[src/apb_pkg.sv]
// APB bus widths, address map and strobe helper shared by every bus-facing block
package apb_pkg;

    localparam int ADDR_WIDTH = 16;
    localparam int DATA_WIDTH = 32;
    localparam int STRB_WIDTH = DATA_WIDTH / 8;

    // Bit 12 of the address picks the timer or reader window
    localparam int SEL_BIT     = 12;
    localparam int INDEX_LSB   = 2;
    localparam int INDEX_WIDTH = SEL_BIT - INDEX_LSB;

    typedef logic [ADDR_WIDTH-1:0]  addr_t;
    typedef logic [DATA_WIDTH-1:0]  data_t;
    typedef logic [STRB_WIDTH-1:0]  strb_t;
    typedef logic [INDEX_WIDTH-1:0] index_t;

    // Expands byte strobes into a bit mask
    function automatic data_t byte_mask(strb_t strb);
        data_t mask;
        for (int i = 0; i < STRB_WIDTH; i++) begin
            mask[i*8 +: 8] = strb[i] ? 8'hFF : 8'h00;
        end
        return mask;
    endfunction

endpackage

[src/timer_pkg.sv]
// Timer and event reader register indices, event record layout and FIFO sizing
package timer_pkg;

    // Timer register block
    localparam apb_pkg::index_t REG_CR  = apb_pkg::index_t'(0);
    localparam apb_pkg::index_t REG_PR  = apb_pkg::index_t'(1);
    localparam apb_pkg::index_t REG_VR  = apb_pkg::index_t'(2);
    localparam apb_pkg::index_t REG_ARR = apb_pkg::index_t'(3);
    localparam apb_pkg::index_t REG_ER  = apb_pkg::index_t'(4);
    localparam apb_pkg::index_t REG_IER = apb_pkg::index_t'(5);

    // Event reader register block
    localparam apb_pkg::index_t REG_STATUS = apb_pkg::index_t'(0);
    localparam apb_pkg::index_t REG_DATA   = apb_pkg::index_t'(1);

    localparam int LOST_BIT = 8; // Sticky lost flag in STATUS

    // Event FIFO sizing
    localparam int EVT_DEPTH = 8;
    localparam int PTR_WIDTH = $clog2(EVT_DEPTH);
    localparam int CNT_WIDTH = 4;
    localparam logic [CNT_WIDTH-1:0] FULL_COUNT = CNT_WIDTH'(EVT_DEPTH);

    localparam int EVT_NUM_WIDTH = 16;

    // One auto-reload event
    typedef struct packed {
        logic [EVT_NUM_WIDTH-1:0] num;    // Running event number
        logic [EVT_NUM_WIDTH-1:0] reload; // Low half of ARR at the event
    } evt_rec_t;

endpackage

[src/apb_if.sv]
// APB link between the address splitter and one register block
interface apb_if;

    apb_pkg::addr_t paddr;
    logic           psel;
    logic           penable;
    logic           pwrite;
    apb_pkg::data_t pwdata;
    apb_pkg::strb_t pstrb;

    logic           pready;
    apb_pkg::data_t prdata;
    logic           pslverr;

    modport master (
        output paddr, psel, penable, pwrite, pwdata, pstrb,
        input  pready, prdata, pslverr
    );

    modport slave (
        input  paddr, psel, penable, pwrite, pwdata, pstrb,
        output pready, prdata, pslverr
    );

endinterface

[src/evt_fifo_if.sv]
// Read side of the event FIFO as seen by the event reader
interface evt_fifo_if;

    timer_pkg::evt_rec_t              rec;   // Oldest stored record
    logic [timer_pkg::CNT_WIDTH-1:0]  count;
    logic                             lost;
    logic                             pop;
    logic                             lost_clr;

    modport source (
        output rec, count, lost,
        input  pop, lost_clr
    );

    modport sink (
        input  rec, count, lost,
        output pop, lost_clr
    );

endinterface

[src/apb_split.sv]
// Combinational APB splitter giving the timer and the event reader their own windows
module apb_split (
    apb_if.slave  upstream,
    apb_if.master to_timer,
    apb_if.master to_reader
);

    logic sel_reader;

    assign sel_reader = upstream.paddr[apb_pkg::SEL_BIT];

    // Request side goes to both and only psel is steered
    assign to_timer.paddr   = upstream.paddr;
    assign to_timer.penable = upstream.penable;
    assign to_timer.pwrite  = upstream.pwrite;
    assign to_timer.pwdata  = upstream.pwdata;
    assign to_timer.pstrb   = upstream.pstrb;
    assign to_timer.psel    = upstream.psel && !sel_reader;

    assign to_reader.paddr   = upstream.paddr;
    assign to_reader.penable = upstream.penable;
    assign to_reader.pwrite  = upstream.pwrite;
    assign to_reader.pwdata  = upstream.pwdata;
    assign to_reader.pstrb   = upstream.pstrb;
    assign to_reader.psel    = upstream.psel && sel_reader;

    // Response from whichever block the address points at
    always_comb begin
        if (sel_reader) begin
            upstream.pready  = to_reader.pready;
            upstream.prdata  = to_reader.prdata;
            upstream.pslverr = to_reader.pslverr;
        end else begin
            upstream.pready  = to_timer.pready;
            upstream.prdata  = to_timer.prdata;
            upstream.pslverr = to_timer.pslverr;
        end
    end

endmodule

[src/timer_core.sv]
// Prescaled auto-reload timer register block that emits an event record on each reload
module timer_core (
    input  logic                seq,
    input  logic                rst,
    apb_if.slave                bus,
    input  logic                pause_req,
    output logic                pause_ack,
    output logic                irq,
    output logic                evt_push,
    output timer_pkg::evt_rec_t evt_rec
);

    apb_pkg::data_t cr;
    apb_pkg::data_t pr;
    apb_pkg::data_t vr;
    apb_pkg::data_t arr;
    apb_pkg::data_t er;
    apb_pkg::data_t ier;

    apb_pkg::data_t presc_cnt;
    logic [timer_pkg::EVT_NUM_WIDTH-1:0] evt_num;

    logic            pready;
    apb_pkg::data_t  prdata;
    logic            pslverr;
    apb_pkg::index_t index;
    apb_pkg::data_t  mask;
    logic            tick;   // Prescaler wraps this cycle
    logic            reload; // Counter hits ARR on a tick

    assign bus.pready  = pready;
    assign bus.prdata  = prdata;
    assign bus.pslverr = pslverr;

    assign index = bus.paddr[apb_pkg::SEL_BIT-1:apb_pkg::INDEX_LSB];
    assign mask  = apb_pkg::byte_mask(bus.pstrb);

    assign tick   = cr[0] && !pause_ack && !(presc_cnt < pr);
    assign reload = tick && (vr == arr);

    assign irq = cr[0] && !pause_ack && er[0] && ier[0];

    always_ff @(posedge seq) begin
        if (rst) begin
            cr        <= '0;
            pr        <= '0;
            vr        <= '0;
            arr       <= '0;
            er        <= '0;
            ier       <= '0;
            presc_cnt <= '0;
            evt_num   <= '0;
            evt_push  <= 1'b0;
            pready    <= 1'b0;
            prdata    <= '0;
            pslverr   <= 1'b0;
            pause_ack <= 1'b1; // Comes out of reset paused
        end else begin
            evt_push <= 1'b0;

            if (pause_ack) begin
                if (pause_req) begin
                    // Bus tied off so every access errors
                    pready  <= 1'b1;
                    pslverr <= 1'b1;
                    prdata  <= '0;
                end else begin
                    pause_ack <= 1'b0;
                    pready    <= 1'b0;
                    pslverr   <= 1'b0;
                    prdata    <= '0;
                end
            end else if (pause_req) begin
                pause_ack <= 1'b1;
                pready    <= 1'b1;
                pslverr   <= 1'b1;
                prdata    <= '0;
            end else if (bus.psel && !pready) begin
                pready <= 1'b1;
                case (index)
                    timer_pkg::REG_CR: begin
                        if (bus.pwrite) cr <= (bus.pwdata & mask) | (cr & ~mask);
                        else prdata <= cr;
                    end
                    timer_pkg::REG_PR: begin
                        if (bus.pwrite) pr <= (bus.pwdata & mask) | (pr & ~mask);
                        else prdata <= pr;
                    end
                    timer_pkg::REG_VR: begin
                        if (bus.pwrite) vr <= (bus.pwdata & mask) | (vr & ~mask);
                        else prdata <= vr;
                    end
                    timer_pkg::REG_ARR: begin
                        if (bus.pwrite) arr <= (bus.pwdata & mask) | (arr & ~mask);
                        else prdata <= arr;
                    end
                    timer_pkg::REG_ER: begin
                        if (bus.pwrite) er <= er & ~(bus.pwdata & mask); // Write 1 to clear
                        else prdata <= er;
                    end
                    timer_pkg::REG_IER: begin
                        if (bus.pwrite) ier <= (bus.pwdata & mask) | (ier & ~mask);
                        else prdata <= ier;
                    end
                    default: pslverr <= 1'b1;
                endcase
            end else if (bus.psel && bus.penable && pready) begin
                pready  <= 1'b0;
                prdata  <= '0;
                pslverr <= 1'b0;
            end

            // Counter frozen while acknowledged; an event beats a same-cycle ER clear
            if (!pause_ack) begin
                if (!cr[0]) begin
                    presc_cnt <= '0;
                    er        <= '0;
                end else if (tick) begin
                    presc_cnt <= '0;
                    if (reload) begin
                        er[0]    <= 1'b1;
                        vr       <= '0;
                        evt_push <= 1'b1;
                        evt_num  <= evt_num + 1'b1;
                    end else begin
                        vr <= vr + 1'b1;
                    end
                end else begin
                    presc_cnt <= presc_cnt + 1'b1;
                end
            end
        end
    end

    // Record captured alongside the push pulse
    always_ff @(posedge seq) begin
        if (reload) begin
            evt_rec.num    <= evt_num;
            evt_rec.reload <= arr[timer_pkg::EVT_NUM_WIDTH-1:0];
        end
    end

endmodule

[src/event_fifo.sv]
// Circular buffer of timer event records with fill count and sticky overflow flag
module event_fifo (
    input  logic                seq,
    input  logic                rst,
    input  logic                push,
    input  timer_pkg::evt_rec_t push_rec,
    evt_fifo_if.source          rd
);

    timer_pkg::evt_rec_t mem [timer_pkg::EVT_DEPTH];

    logic [timer_pkg::PTR_WIDTH-1:0] wr_ptr;
    logic [timer_pkg::PTR_WIDTH-1:0] rd_ptr;
    logic [timer_pkg::CNT_WIDTH-1:0] count;
    logic                            lost;
    logic                            do_push;
    logic                            do_pop;

    assign do_pop  = rd.pop && (count != '0);
    assign do_push = push && ((count != timer_pkg::FULL_COUNT) || do_pop); // Full push+pop accepted

    assign rd.rec   = mem[rd_ptr];
    assign rd.count = count;
    assign rd.lost  = lost;

    always_ff @(posedge seq) begin
        if (rst) begin
            wr_ptr <= '0;
            rd_ptr <= '0;
            count  <= '0;
            lost   <= 1'b0;
        end else begin
            if (do_push) wr_ptr <= wr_ptr + 1'b1;
            if (do_pop) rd_ptr <= rd_ptr + 1'b1;
            case ({do_push, do_pop})
                2'b10:   count <= count + 1'b1;
                2'b01:   count <= count - 1'b1;
                default: count <= count;
            endcase
            if (push && !do_push) lost <= 1'b1; // Dropped record
            else if (rd.lost_clr) lost <= 1'b0;
        end
    end

    always_ff @(posedge seq) begin
        if (do_push) mem[wr_ptr] <= push_rec;
    end

endmodule

[src/event_reader.sv]
// APB register block exposing event FIFO status and popping one record per DATA read
module event_reader (
    input  logic     seq,
    input  logic     rst,
    apb_if.slave     bus,
    evt_fifo_if.sink fifo
);

    logic            pready;
    apb_pkg::data_t  prdata;
    logic            pslverr;
    logic            pop;
    logic            lost_clr;
    apb_pkg::index_t index;
    apb_pkg::data_t  mask;
    apb_pkg::data_t  status;

    assign bus.pready  = pready;
    assign bus.prdata  = prdata;
    assign bus.pslverr = pslverr;
    assign fifo.pop      = pop;
    assign fifo.lost_clr = lost_clr;

    assign index = bus.paddr[apb_pkg::SEL_BIT-1:apb_pkg::INDEX_LSB];
    assign mask  = apb_pkg::byte_mask(bus.pstrb);

    always_comb begin
        status = '0;
        status[timer_pkg::CNT_WIDTH-1:0] = fifo.count;
        status[timer_pkg::LOST_BIT]      = fifo.lost;
    end

    always_ff @(posedge seq) begin
        if (rst) begin
            pready   <= 1'b0;
            prdata   <= '0;
            pslverr  <= 1'b0;
            pop      <= 1'b0;
            lost_clr <= 1'b0;
        end else begin
            pop      <= 1'b0;
            lost_clr <= 1'b0;
            if (bus.psel && !pready) begin
                pready <= 1'b1;
                case (index)
                    timer_pkg::REG_STATUS: begin
                        if (bus.pwrite) begin
                            lost_clr <= bus.pwdata[timer_pkg::LOST_BIT]
                                        && mask[timer_pkg::LOST_BIT];
                        end else begin
                            prdata <= status;
                        end
                    end
                    timer_pkg::REG_DATA: begin
                        if (bus.pwrite || fifo.count == '0) begin
                            pslverr <= 1'b1; // Read-only, or nothing to read
                        end else begin
                            prdata <= fifo.rec;
                            pop    <= 1'b1; // Same cycle as pready
                        end
                    end
                    default: pslverr <= 1'b1;
                endcase
            end else if (bus.psel && bus.penable && pready) begin
                pready  <= 1'b0;
                prdata  <= '0;
                pslverr <= 1'b0;
            end
        end
    end

endmodule

[src/timer_subsys.sv]
// Timer subsystem top level with a single APB port, pause handshake and interrupt
module timer_subsys (
    input  logic           seq,
    input  logic           rst,
    input  logic           pause_req,
    input  apb_pkg::addr_t paddr,
    input  logic           psel,
    input  logic           penable,
    input  logic           pwrite,
    input  apb_pkg::data_t pwdata,
    input  apb_pkg::strb_t pstrb,
    output logic           pready,
    output apb_pkg::data_t prdata,
    output logic           pslverr,
    output logic           pause_ack,
    output logic           irq
);

    apb_if      bus_up ();
    apb_if      bus_tmr ();
    apb_if      bus_rdr ();
    evt_fifo_if evt_rd ();

    logic                evt_push;
    timer_pkg::evt_rec_t evt_rec;

    // External port onto the splitter input
    assign bus_up.paddr   = paddr;
    assign bus_up.psel    = psel;
    assign bus_up.penable = penable;
    assign bus_up.pwrite  = pwrite;
    assign bus_up.pwdata  = pwdata;
    assign bus_up.pstrb   = pstrb;
    assign pready         = bus_up.pready;
    assign prdata         = bus_up.prdata;
    assign pslverr        = bus_up.pslverr;

    apb_split u_split (
        .upstream  (bus_up.slave),
        .to_timer  (bus_tmr.master),
        .to_reader (bus_rdr.master)
    );

    timer_core u_timer (
        .seq       (seq),
        .rst       (rst),
        .bus       (bus_tmr.slave),
        .pause_req (pause_req),
        .pause_ack (pause_ack),
        .irq       (irq),
        .evt_push  (evt_push),
        .evt_rec   (evt_rec)
    );

    event_fifo u_fifo (
        .seq      (seq),
        .rst      (rst),
        .push     (evt_push),
        .push_rec (evt_rec),
        .rd       (evt_rd.source)
    );

    event_reader u_reader (
        .seq  (seq),
        .rst  (rst),
        .bus  (bus_rdr.slave),
        .fifo (evt_rd.sink)
    );

endmodule

[config.mk]
export PLATFORM = sky130hd
export DESIGN_NAME = timer_subsys
export DESIGN_NICKNAME = d
export VERILOG_FILES = /design/src/apb_pkg.sv /design/src/timer_pkg.sv /design/src/apb_if.sv /design/src/evt_fifo_if.sv /design/src/apb_split.sv /design/src/timer_core.sv /design/src/event_fifo.sv /design/src/event_reader.sv /design/src/timer_subsys.sv
export SDC_FILE = /design/constraint.sdc
export NUM_CORES = 1
export LEC_CHECK = 0
export BUFFER_PORTS_ARGS = -buffer_cell sky130_fd_sc_hd__buf_4
export CORE_MARGIN = 4
export CORE_UTILIZATION = 30
export DETAILED_ROUTE_END_ITERATION = 16
export SLEW_MARGIN = 40
export SYNTH_ARGS = -nofsm -noshare
export SYNTH_HDL_FRONTEND = slang
export SYNTH_HIERARCHICAL = 1
export SYNTH_SLANG_ARGS = --single-unit
export TNS_END_PERCENT = 50
[constraint.sdc]
create_clock -name seq -period 11.9 [get_ports seq]
set_input_delay 1.785 -clock seq [delete_from_list [all_inputs] [get_ports seq]]
set_output_delay 1.785 -clock seq [all_outputs]
set_load 0.05 [all_outputs]
Word level (Yosys, flattened, before mapping)
Memories as Yosys holds them, arrays and structs flattened. A register that Yosys moved wholly into a read port is not among the register bits.
Cells that the tools add are included.
{"block": "word_totals", "register_bits": 355, "mem_bits_rw": 256, "output_inout_bits": 36, "wordCells": 189, "mem_count": 1}
{"memory": "u_fifo.mem", "depth": 8, "width": 32, "read_ports": 1, "rd_ports_with_merged_regs": 1, "wr": 1, "line_no": "event_fifo.sv:10", "text": "timer_pkg::evt_rec_t mem [timer_pkg::EVT_DEPTH];"}
{"block": "classes", "add_sub_neg": 7, "n_lt_le_gt_ge": 1, "n_eq_ne": 22, "n_mux": 65, "bitwise": 22, "reduce_logical": 47}
{"operator": "32-bit two-way mux", "count": 30}
{"operator": "32-bit bitwise AND", "count": 7}
{"operator": "32-bit one-hot mux with 6 select lines", "count": 1}
{"operator": "32-bit bitwise OR", "count": 5}
{"operator": "32-bit by 1-bit adder with 32-bit output (second input constant)", "count": 2}
{"operator": "32-bit inverter", "count": 2}
{"operator": "32-bit one-hot mux with 2 select lines", "count": 1}
{"operator": "32-bit == test", "count": 1}
{"operator": "32-bit < comparator", "count": 1}
{"operator": "8-bit two-way mux", "count": 4}
{"operator": "31-bit two-way mux", "count": 1}
{"operator": "3-bit inequality test (second input constant)", "count": 10}
{"operator": "1-bit two-way mux", "count": 24}
{"operator": "10-bit by 2-bit == test with 1-bit output (second input constant)", "count": 2}
{"operator": "10-bit by 3-bit == test with 1-bit output (second input constant)", "count": 2}
{"operator": "5-bit AND reduction", "count": 4}
{"operator": "1-bit logical AND", "count": 17}
{"operator": "16-bit by 1-bit adder with 16-bit output (second input constant)", "count": 1}
{"operator": "10-bit by 1-bit == test with 1-bit output (second input constant)", "count": 1}
{"operator": "10-bit zero test", "count": 1}
{"operator": "1-bit inverter", "count": 8}
{"operator": "4-bit one-hot mux with 2 select lines", "count": 1}
{"operator": "4-bit AND reduction", "count": 2}
{"operator": "8-bit AND reduction", "count": 1}
{"operator": "21 further kinds", "count": 35}

Logic depth before layout (Yosys ltp)
{"block": "logic_depth", "word_depth": 13, "ltp_mapped": 11}

By module
Netlist, hierarchy kept.
{"mod": "timer_core", "n_inst": 1, "cells_per_inst": 1795, "area_per_inst_um2": 14538.9, "seq_area_each_um2": 6486.2}
{"mod": "event_fifo", "n_inst": 1, "cells_per_inst": 450, "area_per_inst_um2": 10333.7, "seq_area_each_um2": 7967.6}
{"mod": "apb_split", "n_inst": 1, "cells_per_inst": 148, "area_per_inst_um2": 1377.6, "seq_area_each_um2": 0.0}
{"mod": "event_reader", "n_inst": 1, "cells_per_inst": 103, "area_per_inst_um2": 1290.0, "seq_area_each_um2": 720.7}

Worst setup path before layout
OpenSTA, ideal clock, no wires.
{"block": "synth_timing", "path_type": "register to register", "start": "reg u_fifo.count, in the netlist u_fifo/rd.count[0]", "end": "mem u_fifo/mem[0][0] (netlist bit) (enable)", "setup_ns": 0.501, "t_arrival_ns": 3.880, "t_required_ns": 11.399, "setup_slack_ns": 7.518, "stages_incl_launch_ff": 5, "n_path_buf": 1, "cell_sequence": "dfxtp_1 -> or3_1 -> buf_6 -> o21ai_4 -> nor4_1"}
{"block": "synth_between", "elab_chain_len": 6}
{"element": "start: declaration", "line_no": "event_fifo.sv:14", "text": "logic [timer_pkg::CNT_WIDTH-1:0] count;"}
{"element": "start signal: assignment", "line_no": "event_fifo.sv:36", "text": "2'b10: count <= count + 1'b1;"}
{"element": "start signal: assignment", "line_no": "event_fifo.sv:37", "text": "2'b01: count <= count - 1'b1;"}
{"element": "start signal: assignment", "line_no": "event_fifo.sv:38", "text": "default: count <= count;"}
{"element": "4-bit nonzero test", "line_no": "event_fifo.sv:19", "text": "assign do_pop = rd.pop && (count != '0);"}
{"element": "1-bit logical AND", "line_no": "event_fifo.sv:19"}
{"element": "1-bit logical OR *", "line_no": "event_fifo.sv:20", "text": "assign do_push = push && ((count != timer_pkg::FULL_COUNT) || do_pop);"}
{"element": "1-bit logical AND *", "line_no": "event_fifo.sv:20"}
{"element": "1-bit two-way mux *", "line_no": "event_fifo.sv:46", "text": "if (do_push) mem[wr_ptr] <= push_rec;"}
{"element": "1-bit two-way mux (not written as such) *", "line_no": "event_fifo.sv:46"}
{"element": "end: declaration", "line_no": "event_fifo.sv:10"}
Mark *: on every way between the ends. The rest lies on a longest branch, timed or not.

Final worst setup path
{"block": "layout_timing", "start": "in paddr[12]", "end": "out prdata[1]"}
{"block": "layout_between", "elab_chain_len": 1}
{"element": "start: declaration", "line_no": "timer_subsys.sv:6", "text": "input apb_pkg::addr_t paddr,"}
{"element": "32-bit two-way mux", "line_no": "apb_split.sv:29", "text": "if (sel_reader) begin"}
{"element": "end: declaration", "line_no": "timer_subsys.sv:13", "text": "output apb_pkg::data_t prdata,"}
No other way between the ends.

==> qor.yml <==
yosys:
  synth_warnings: 6
  syn_inst: 2450
  synth_fp_nets: 2547
  netlist_area_sq_um: 27200
  avgSynthCellArea_sq_um: 11.1
drt:
  drc_errors: 0
  wl_per_cell_um: 19.7
  routed_wirelength_um: 72200
  routed-via-count: 18800
  drt_iter0_drc: 1628
  vias_per_cell: 5.14
  ant_nets: 0
  drt-pass1-iter-count: 5
layout:
  nNetsFinal: 2533
  nFillCells: 9026
  drive_above_1_share_pct: 17.2
  fin_area_sq_um: 30600
  area_growth_syn_to_layout_pct: 12.5
place:
  hpwl_um: 47600
  detailedPlace.worstSlack_ns: 6.68
  placed_area_sq_um: 28600
  portBuffers: 88
  place_congestion: 0.839
setup_path:
  path_max_fanout: 36
  worst_setup_path_end_kind: "primary output"
  r2r_setup_slack_ns: 8.12
  required_ns: 10.12
  worst_setup_path_start_kind: "primary input"
  critPathKind: "in -> out"
  worst_r2r_endpoint: "u_timer/evt_num[15]"
  path_common_cell: "buf_4"
  worstRegToRegCells: 12
  path_depth: 3
  critPathMaxStageDelay_ns: 0.55
  arrival_ns: 3.04
  cp_cell_sequence: "buf_4 -> mux2_2 -> buf_4"
  crit_buf_inv: 2
  path_delay_family: "buffers and inverters"
  slowest_stage: "buf_4"
power:
  leakagePower_nw: 9.53
  p_int_w: 0.00331
  seqPwrFrac_pct: 52.3
  power.switching_w: 0.000886
  powerDensity_nw_per_um2: 137
  combPwrFrac_pct: 1.9
  max-vdd-ir-drop_mv: 0.118
  swShare_pct: 21.1
  clockPowerShare_pct: 45.8
clocking:
  cts_tree: "yes"
  cts-root-buf: "clkbuf_16"
  cts.sinks: 614
  cts_setup_buffers: 0
  clkLatencyLatePin_ns: 0.65
  clockBufferDepth: 3
  cts_inserted_buffers: 61
  path_clk_slew_ns: 0.06
  ctsResizeCount: 0
  h-tree-depth: 2
  ctsHoldBuffers: 0
sta:
  finalHoldViolCount: 0
  fin_skew_ns: 0.0306
  min_period_ns: 4.83
  finalCritPeriodShare_pct: 40.6
  tightest_slew_ns: 0.824
  worst_slack_ns: 7.07
  fmax_ghz: 0.207
  rsz0062_at_grt: "no"
  final_max_slew_viol_count: 0
  slew_headroom_pct: 45.0
  fin_tns_setup_ns: 0
  setup_viol: 0
floorplanning:
  core_sq_um: 90000
  die_area_sq_um: 95500
  ios: 94
  die_x_um: 309
  rows: 110
  die_h_um: 309
  start_util_pct: 30.2
worst_hold_path:
  hold_path_end: "u_timer/er[22]"
  min_from: "u_timer/er[22]"
  hold_path.class: "reg -> reg"
  hold_depth: 2
run:
  drv_cap: 0
global_routing:
  use_met3_pct: 2.88
  grt_start_max_net_pins: 92
  grt_util_met1_pct: 20.6
  grt_pass1_wl_um: 110000
  antenna_found_initial: 7
  grtUsageTotal_pct: 14.7
  grtUsageMet2_pct: 23.6
  overflow: 0
  grt_pass1_vias: 17700
  grt-busiest-layer: "met2"
outcome:
  status: "completed"
[per-stage QoR]
stage / total power, W / util [%] / cells / hold slack (ns)
after global placement: 0.00232 / 31.7 / 3549 / 0.417
after floorplan: 0.00229 / - / 2450 / 0.408
after global routing: 0.00433 / 34.0 / 3663 / 0.441
after CTS: 0.00423 / 34.0 / 3662 / 0.431
after detailed placement: 0.00232 / 31.7 / 3549 / 0.418
final: 0.00419 / 34.0 / 3665 / 0.430
[power by group through the flow]
stage          clock network [W]  registers, W   logic, W
4_1_cts                  0.00196       0.00219  0.0000793
3_5_place_dp                   0       0.00224  0.0000791
2_1_floorplan                  0       0.00224  0.0000561
3_3_place_gp                   0       0.00224  0.0000788
6_report                 0.00192       0.00219  0.0000792
5_1_grt                  0.00206       0.00219  0.0000844
[worst max-delay path by stage]
stage,to,start
finish,prdata[1],paddr[12]
floorplan,u_fifo/mem[0][0],u_fifo/rd.count[0]
detailed placement,u_timer/vr[31],paddr[12]
global placement,u_timer/vr[31],paddr[12]
CTS,prdata[1],paddr[12]
global route,u_timer/vr[31],paddr[12]
[per-layer routing]
| layer | vias to the layer above | routed length [um] |
|---|---|---|
| met5 | - | 53 |
| met4 | 8 | 1600 |
| met3 | 100 | 4520 |
| met2 | 555 | 33600 |
| met1 | 9254 | 32400 |
| li1 | 8914 | - |
[final cells by class]
cell class / instances / area (sq um) / share of cell area [%]
Sequential cell: 614 / 15200 / 49.6
Multi-Input combinational cell: 1577 / 10800 / 35.2
Clock buffer: 92 / 1760 / 5.77
Tap cell: 1176 / 1470 / 4.81
Timing Repair Buffer: 125 / 950 / 3.10
Clock inverter: 21 / 245 / 0.802
Inverter: 57 / 214 / 0.699
Antenna cell: 3 / 7.51 / 0.0245
[placed cells by master (no fill, tap or decap), types with 18 or more instances in the layout]
cell type	n
a221oi_1	34
nand4_1	23
nor3_1	31
nand2_1	414
clkbuf_16	62
nor4_1	23
mux2i_1	21
nor2_1	88
inv_1	56
a21oi_1	224
edfxtp_1	288
mux2_4	28
xor2_1	40
ha_1	38
buf_4	122
mux4_2	64
mux2_2	43
a22oi_1	65
a21o_1	18
clkbuf_1	20
o21ai_0	66
nand3_1	110
dfxtp_1	323
[tightest hold or removal path, delay by kind of cell, from the launching register on]
family | cells | cell delay (ns)
flops | 1 | 0.31
compound gates | 1 | 0.03
simple gates | 1 | 0.05
Power figures use the tool's default switching activity.
